`src/uart_pkg.sv`:
```
`default_nettype none

package uart_pkg;

	localparam int BIT_PERIOD_W = 12;
	localparam int DATA_BITS = 8;

	// bit length minus one, in PCLK cycles
	typedef logic [BIT_PERIOD_W-1:0] bit_period_t;
	typedef logic [DATA_BITS-1:0] uart_byte_t;
	typedef logic [3:0] bit_index_t;

	typedef enum logic [2:0]
	{
		RX_IDLE,
		RX_START,
		RX_DATA,
		RX_PARITY,
		RX_STOP
	} rx_state_t;

	typedef enum logic [2:0]
	{
		TX_IDLE,
		TX_START,
		TX_DATA,
		TX_PARITY,
		TX_STOP
	} tx_state_t;

	// one received frame, as reported with rx_valid
	typedef struct packed
	{
		uart_byte_t data;
		logic parity;
		logic parity_err;
		logic stop_err;
	} rx_frame_t;

endpackage

`default_nettype wire

```
`src/uart_bit_timer.sv`:
```
`timescale 1ns/10ps
`default_nettype none

module uart_bit_timer
(
	input logic PCLK,
	input logic RESET,
	input logic run,
	input uart_pkg::bit_period_t bit_period,
	output logic mid,
	output logic last
);

	uart_pkg::bit_period_t count;
	uart_pkg::bit_period_t half;

	assign half = bit_period >> 1;

	// held at zero while stopped, wraps after the full period
	always_ff @(posedge PCLK)
	begin
		if (RESET)
		begin
			count <= '0;
		end
		else if (!run)
		begin
			count <= '0;
		end
		else if (count == bit_period)
		begin
			count <= '0;
		end
		else
		begin
			count <= count + uart_pkg::bit_period_t'(1);
		end
	end

	assign mid = run && (count == half);
	assign last = run && (count == bit_period);

endmodule

`default_nettype wire

```
`src/uart_rx_ctrl.sv`:
```
`timescale 1ns/10ps
`default_nettype none

module uart_rx_ctrl
(
	input logic PCLK,
	input logic RESET,
	input logic rx,
	input logic mid,
	input logic last,
	output logic run,
	output logic line,
	output logic take_data,
	output logic take_parity,
	output logic take_stop
);

	logic [1:0] sync_q;
	uart_pkg::rx_state_t state;
	uart_pkg::rx_state_t state_next;
	uart_pkg::bit_index_t bit_cnt;
	logic data_done;

	// two-flop synchronizer, idles high like the line
	always_ff @(posedge PCLK)
	begin
		if (RESET)
		begin
			sync_q <= 2'b11;
		end
		else
		begin
			sync_q <= {sync_q[0], rx};
		end
	end

	assign line = sync_q[1];

	assign data_done = (bit_cnt == uart_pkg::bit_index_t'(uart_pkg::DATA_BITS));

	always_comb
	begin
		state_next = state;
		case (state)
			uart_pkg::RX_IDLE:
			begin
				if (!line)
				begin
					state_next = uart_pkg::RX_START;
				end
			end
			uart_pkg::RX_START:
			begin
				// false start when the line is back high at mid-bit
				if (mid)
				begin
					state_next = line ? uart_pkg::RX_IDLE : uart_pkg::RX_DATA;
				end
			end
			uart_pkg::RX_DATA:
			begin
				if (last && data_done)
				begin
					state_next = uart_pkg::RX_PARITY;
				end
			end
			uart_pkg::RX_PARITY:
			begin
				if (last)
				begin
					state_next = uart_pkg::RX_STOP;
				end
			end
			uart_pkg::RX_STOP:
			begin
				// leave at mid-stop so a following start edge is not missed
				if (mid)
				begin
					state_next = uart_pkg::RX_IDLE;
				end
			end
			default:
			begin
				state_next = uart_pkg::RX_IDLE;
			end
		endcase
	end

	always_ff @(posedge PCLK)
	begin
		if (RESET)
		begin
			state <= uart_pkg::RX_IDLE;
			bit_cnt <= '0;
		end
		else
		begin
			state <= state_next;
			if (state != uart_pkg::RX_DATA)
			begin
				bit_cnt <= '0;
			end
			else if (mid)
			begin
				bit_cnt <= bit_cnt + uart_pkg::bit_index_t'(1);
			end
		end
	end

	assign run = (state != uart_pkg::RX_IDLE);
	assign take_data = (state == uart_pkg::RX_DATA) && mid;
	assign take_parity = (state == uart_pkg::RX_PARITY) && mid;
	assign take_stop = (state == uart_pkg::RX_STOP) && mid;

endmodule

`default_nettype wire

```
`src/uart_rx_shift.sv`:
```
`timescale 1ns/10ps
`default_nettype none

module uart_rx_shift
(
	input logic PCLK,
	input logic RESET,
	input logic line,
	input logic take_data,
	input logic take_parity,
	input logic take_stop,
	output logic rx_valid,
	output uart_pkg::rx_frame_t rx_frame
);

	uart_pkg::uart_byte_t shreg;
	logic parity_q;

	// lsb arrives first and ends up in bit 0
	always_ff @(posedge PCLK)
	begin
		if (take_data)
		begin
			shreg <= {line, shreg[uart_pkg::DATA_BITS-1:1]};
		end
		if (take_parity)
		begin
			parity_q <= line;
		end
	end

	always_ff @(posedge PCLK)
	begin
		if (RESET)
		begin
			rx_valid <= 1'b0;
			rx_frame <= '0;
		end
		else
		begin
			rx_valid <= take_stop;
			if (take_stop)
			begin
				rx_frame.data <= shreg;
				rx_frame.parity <= parity_q;
				// even parity over data and parity bit
				rx_frame.parity_err <= ^{shreg, parity_q};
				rx_frame.stop_err <= !line;
			end
		end
	end

endmodule

`default_nettype wire

```
`src/uart_tx.sv`:
```
`timescale 1ns/10ps
`default_nettype none

module uart_tx
(
	input logic PCLK,
	input logic RESET,
	input uart_pkg::bit_period_t bit_period,
	input logic tx_start,
	input uart_pkg::uart_byte_t tx_data,
	output logic tx,
	output logic tx_busy,
	output logic tx_done
);

	uart_pkg::tx_state_t state;
	uart_pkg::uart_byte_t shreg;
	uart_pkg::bit_index_t bit_cnt;
	logic parity_q;
	logic accept;
	logic last;

	uart_bit_timer uart_bit_timer_inst
	(
		.PCLK(PCLK),
		.RESET(RESET),
		.run(tx_busy),
		.bit_period(bit_period),
		.mid(),
		.last(last)
	);

	// requests while busy are dropped
	assign accept = (state == uart_pkg::TX_IDLE) && tx_start;

	always_ff @(posedge PCLK)
	begin
		if (accept)
		begin
			shreg <= tx_data;
			parity_q <= ^tx_data;
		end
		else if ((state == uart_pkg::TX_DATA) && last)
		begin
			shreg <= shreg >> 1;
		end
	end

	always_ff @(posedge PCLK)
	begin
		if (RESET)
		begin
			state <= uart_pkg::TX_IDLE;
			bit_cnt <= '0;
			tx <= 1'b1;
		end
		else
		begin
			case (state)
				uart_pkg::TX_IDLE:
				begin
					bit_cnt <= '0;
					if (accept)
					begin
						state <= uart_pkg::TX_START;
						tx <= 1'b0;
					end
				end
				uart_pkg::TX_START:
				begin
					if (last)
					begin
						state <= uart_pkg::TX_DATA;
						tx <= shreg[0];
					end
				end
				uart_pkg::TX_DATA:
				begin
					if (last)
					begin
						bit_cnt <= bit_cnt + uart_pkg::bit_index_t'(1);
						if (bit_cnt == uart_pkg::bit_index_t'(uart_pkg::DATA_BITS - 1))
						begin
							state <= uart_pkg::TX_PARITY;
							tx <= parity_q;
						end
						else
						begin
							// next bit, shreg shifts in the same cycle
							tx <= shreg[1];
						end
					end
				end
				uart_pkg::TX_PARITY:
				begin
					if (last)
					begin
						state <= uart_pkg::TX_STOP;
						tx <= 1'b1;
					end
				end
				uart_pkg::TX_STOP:
				begin
					if (last)
					begin
						state <= uart_pkg::TX_IDLE;
					end
				end
				default:
				begin
					state <= uart_pkg::TX_IDLE;
					tx <= 1'b1;
				end
			endcase
		end
	end

	assign tx_busy = (state != uart_pkg::TX_IDLE);
	assign tx_done = (state == uart_pkg::TX_STOP) && last;

endmodule

`default_nettype wire

```
`src/uart_core.sv`:
```
`timescale 1ns/10ps
`default_nettype none

module uart_core
(
	input logic PCLK,
	input logic RESET,
	input logic rx,
	input uart_pkg::bit_period_t bit_period,
	input logic tx_start,
	input uart_pkg::uart_byte_t tx_data,
	output logic tx,
	output logic tx_busy,
	output logic tx_done,
	output logic rx_valid,
	output uart_pkg::rx_frame_t rx_frame
);

	logic rx_run;
	logic rx_mid;
	logic rx_last;
	logic rx_line;
	logic take_data;
	logic take_parity;
	logic take_stop;

	uart_rx_ctrl uart_rx_ctrl_inst
	(
		.PCLK(PCLK),
		.RESET(RESET),
		.rx(rx),
		.mid(rx_mid),
		.last(rx_last),
		.run(rx_run),
		.line(rx_line),
		.take_data(take_data),
		.take_parity(take_parity),
		.take_stop(take_stop)
	);

	// receive bit timer
	uart_bit_timer uart_bit_timer_rx_inst
	(
		.PCLK(PCLK),
		.RESET(RESET),
		.run(rx_run),
		.bit_period(bit_period),
		.mid(rx_mid),
		.last(rx_last)
	);

	uart_rx_shift uart_rx_shift_inst
	(
		.PCLK(PCLK),
		.RESET(RESET),
		.line(rx_line),
		.take_data(take_data),
		.take_parity(take_parity),
		.take_stop(take_stop),
		.rx_valid(rx_valid),
		.rx_frame(rx_frame)
	);

	uart_tx uart_tx_inst
	(
		.PCLK(PCLK),
		.RESET(RESET),
		.bit_period(bit_period),
		.tx_start(tx_start),
		.tx_data(tx_data),
		.tx(tx),
		.tx_busy(tx_busy),
		.tx_done(tx_done)
	);

endmodule

`default_nettype wire

```
`config.mk`:
```
export PLATFORM = sky130hd
export DESIGN_NAME = uart_core
export DESIGN_NICKNAME = d
export VERILOG_FILES = /design/src/uart_pkg.sv /design/src/uart_bit_timer.sv /design/src/uart_rx_ctrl.sv /design/src/uart_rx_shift.sv /design/src/uart_tx.sv /design/src/uart_core.sv
export SDC_FILE = /design/constraint.sdc
export NUM_CORES = 1
export LEC_CHECK = 0
export BUFFER_PORTS_ARGS = -buffer_cell sky130_fd_sc_hd__buf_2
export CAP_MARGIN = 25
export CORE_AREA = 2 2 130 101
export CTS_BUF_LIST = sky130_fd_sc_hd__clkbuf_16
export CTS_CLUSTER_SIZE = 14
export DETAILED_ROUTE_END_ITERATION = 6
export DIE_AREA = 0 0 132 103
export MAX_ROUTING_LAYER = met4
export PLACE_DENSITY = 0.42
export SKIP_LAST_GASP = 1
export SLEW_MARGIN = 20
export SYNTH_ARGS = -nofsm -noshare
export SYNTH_HDL_FRONTEND = slang
export SYNTH_SLANG_ARGS = --single-unit
```
`constraint.sdc`:
```
create_clock -name PCLK -period 2.7 [get_ports PCLK]
set_input_delay 0 -clock PCLK [delete_from_list [all_inputs] [get_ports PCLK]]
set_output_delay 0 -clock PCLK [all_outputs]
set_load 0.01 [all_outputs]
```
==> results.py <==
metrics = {
    "drt": {
        "ant_nets": 0,
        "drt-pass1-iter-count": 4,
        "routedWlPerCell_um": 13.1,
        "drt_iter0_markers": 91,
        "routed_wl_um": 7670,
        "via_per_inst": 4.57,
        "drc": 0,
        "dr_total_vias": 2684,
    },
    "die": {
        "die_area_sq_mm": 0.0136,
        "boundaryPins": 39,
        "fp-row-count": 36,
        "chipWidth_um": 132,
        "die_y_um": 103,
        "core_sq_mm": 0.0125,
        "initial_utilization": 0.281,
    },
    "logic_synthesis": {
        "ys_warn_count": 0,
        "ys_seq_elements": 71,
        "synthTopCellsByCount": "dfxtp_1 (53), nor2_1 (41), xor2_1 (38)",
        "yosysUniqueCellTypes": 41,
        "synth-simple-area-share": 0.204,
        "syn-num-nets": 403,
        "synth_compound_area_frac": 0.0721,
        "synthXorXnorAreaFrac": 0.180,
        "synth-main-ff-cell": "dfxtp_1",
        "yosys.cell_count.top_type": "dfxtp_1",
        "synth-adder-area-share": 0.0178,
        "avgSynthCellArea_sq_um": 9.38,
        "synth_mux_area_frac": 0.0285,
        "synth_top_family_by_area": "simple AND/OR/NAND/NOR gates",
        "synth_area_leaders": "dfxtp_1 (30%), edfxtp_1 (15%), xor2_1 (9.5%)",
        "ys_seq_area_frac": 0.457,
        "synth_async_sr_flop_share": 0,
        "synth_top_area_share": 0.303,
        "syn_inst": 374,
        "synth_area_sq_mm": 0.00351,
        "synth_edf_count": 18,
        "synth_top_cell_by_area": "dfxtp_1",
    },
    "sta": {
        "worstMarginPinSlew_ps": 690,
        "worst_slew_margin_rel": 0.537,
        "period_share": 0.804,
        "fin_skew_ps": 9.50,
        "drv_slew": 0,
        "setup_slack_ps": 530,
        "finalSetupTns_ps": 0,
        "max_freq_ghz": 0.461,
        "rsz0062_at_grt": "no",
        "fin_crit_ps": 2170,
        "setup_viol": 0,
        "hold_viol_final": 0,
    },
    "status": {
        "run_status": "finished, final reports clean",
    },
    "global_route": {
        "antenna_found_initial": 0,
        "grt-ovfl-total": 0,
        "grt_pass1_vias": 2688,
        "grt_pass1_wl_um": 13000,
        "grtUsageTotal": 0.126,
        "grt_start_max_net_pins": 29,
    },
    "hold_path": {
        "hp-class": "in2reg",
    },
    "clock_tree": {
        "worst_skew_pair.late_latency_ps": 340,
        "numCtsBuffers": 9,
        "cts-root-buf": "clkbuf_16",
        "cts.path.max_buffers": 2,
        "clock_sinks": 71,
        "clk_pin_slew_ps": 60,
        "tritoncts": "yes",
        "htree_levels": 3,
    },
    "critical_path": {
        "reg2reg_slack_ps": 530,
        "end_kind": "flop",
        "crit_path_start": "uart_tx_inst.uart_bit_timer_inst.count[4]",
        "critical_path_peak_fanout": 8,
        "r2r_cells": 4,
        "arrival_ps": 2130,
        "crit_end": "uart_tx_inst.shreg[1]",
        "worstPathRequired_ps": 2660,
        "critPathLaunchType": "flop",
        "r2r-start": "uart_tx_inst.uart_bit_timer_inst.count[4]",
        "r2r-end": "uart_tx_inst.shreg[1]",
        "criticalPathCategory": "reg2reg",
    },
    "layout": {
        "final_core_utilization": 0.338,
        "area.growth.synth_to_final_pct": 20.2,
        "layout.cells.non_filler": 587,
        "antenna_cells": 0,
        "layout-drive-gt1-share": 0.168,
        "final_nets": 440,
        "fillers": 1288,
    },
    "place": {
        "dp_cells": 565,
        "port_buffers": 38,
        "globalplace.congestion": 0.772,
        "dp_hpwl_um": 5470,
        "place_ws_ps": 467,
    },
    "power": {
        "peakVddDrop_uv": 276,
        "cellPowerDensity_mw_per_mm2": 599,
        "power_mw": 2.52,
        "p_leak_nw": 1.49,
    },
    "run": {
        "maxCapViolations": 0,
    },
}
-- state kept, by name, indices dropped and copies added, names as in the netlist --
name / cells
uart_rx_shift_inst.shreg: 8
uart_rx_shift_inst.rx_valid: 1
uart_rx_shift_inst.parity_q: 1
uart_rx_shift_inst.rx_frame: 11
uart_tx_inst.parity_q: 1
uart_tx_inst.tx: 1
uart_rx_ctrl_inst.bit_cnt: 4
uart_bit_timer_rx_inst.count: 12
uart_tx_inst.uart_bit_timer_inst.count: 12
uart_rx_ctrl_inst.sync_q: 2
uart_tx_inst.bit_cnt: 4
uart_tx_inst.shreg: 8
uart_rx_ctrl_inst.state: 3
uart_tx_inst.state: 3
-- cells by family after synthesis --
kind of cell | count (synthesis)
compound gates | 43
xor+xnor | 72
fa+ha+maj | 5
buf+inv | 34
flops | 71
mux | 9
simple gates | 140
-- timing repair --
| action | 4_1_cts | 5_1_grt |
|---|---|---|
| gates resized for setup | 0 | 0 |
| hold buffers | 6 | 0 |
| endpoints found under the hold margin | 6 | 0 |
| buffers inserted | 0 | 0 |
-- cells in the final DEF (no fill, tap or decap), drive strengths merged, types with 8 or more instances in the layout --
cell type,count
nand4,12
nand3,25
o21ai,16
clkbuf,9
mux2,8
a21oi,18
buf,41
dfxtp,53
nor2,42
edfxtp,18
nand2,14
xnor2,34
xor2,38
inv,14
nor3,14
nor4,10
-- report_power, final --
| group | internal [mW] | total (mW) | switching, mW |
|---|---|---|---|
| sequential | 1.11 | 1.12 | 0.0118 |
| clock | 0.801 | 1.25 | 0.450 |
| combinational | 0.0688 | 0.148 | 0.0796 |
| total | 1.98 | 2.52 | 0.541 |
-- worst max-delay path: stages (launching register included) --
cell and delay [ps]:
dfxtp_1 350, xor2_1 170, nor4_1 450, nand4_1 350
o21ai_1 480
-- how the worst min path moves through the flow --
stage,start,endpoint,cells after the start
after global routing,tx_data[0],uart_tx_inst.shreg[0],2
after CTS,tx_data[0],uart_tx_inst.shreg[0],2
after detailed placement,rx,uart_rx_ctrl_inst.sync_q[0],2
final,tx_start,uart_tx_inst.shreg[7],2
after floorplan,rx,uart_rx_ctrl_inst.sync_q[0],1
after global placement,rx,uart_rx_ctrl_inst.sync_q[0],2
-- metal layers --
metal | up-vias | share of wire | global-route usage
met2 | 25 | 0.48 | 0.204
met4 | 0 | 0.021 | 0.0652
met3 | 14 | 0.027 | 0.0354
met1 | 1268 | 0.48 | 0.145
li1 | 1377 | - | -
met5 | - | 0 | -
-- layout make-up --
| class | count | area (sq um) | share of cell area |
|---|---|---|---|
| Tap cell | 171 | 214 | 0.0508 |
| Timing Repair Buffer | 47 | 273 | 0.0647 |
| Inverter | 13 | 48.8 | 0.0116 |
| Sequential cell | 71 | 1600 | 0.380 |
| Clock buffer | 9 | 225 | 0.0534 |
| Multi-Input combinational cell | 269 | 1760 | 0.418 |
| Clock inverter | 7 | 88.8 | 0.0211 |
-- per-stage QoR --
step | instance area [sq um] | hold WS (ps)
6_report | 4210 | 11.4
5_1_grt | 4210 | 10.9
2_1_floorplan | 3510 | 104
3_5_place_dp | 3840 | 204
3_3_place_gp | 3840 | 189
4_1_cts | 4210 | 2.91
Power figures use the tool's default switching activity.
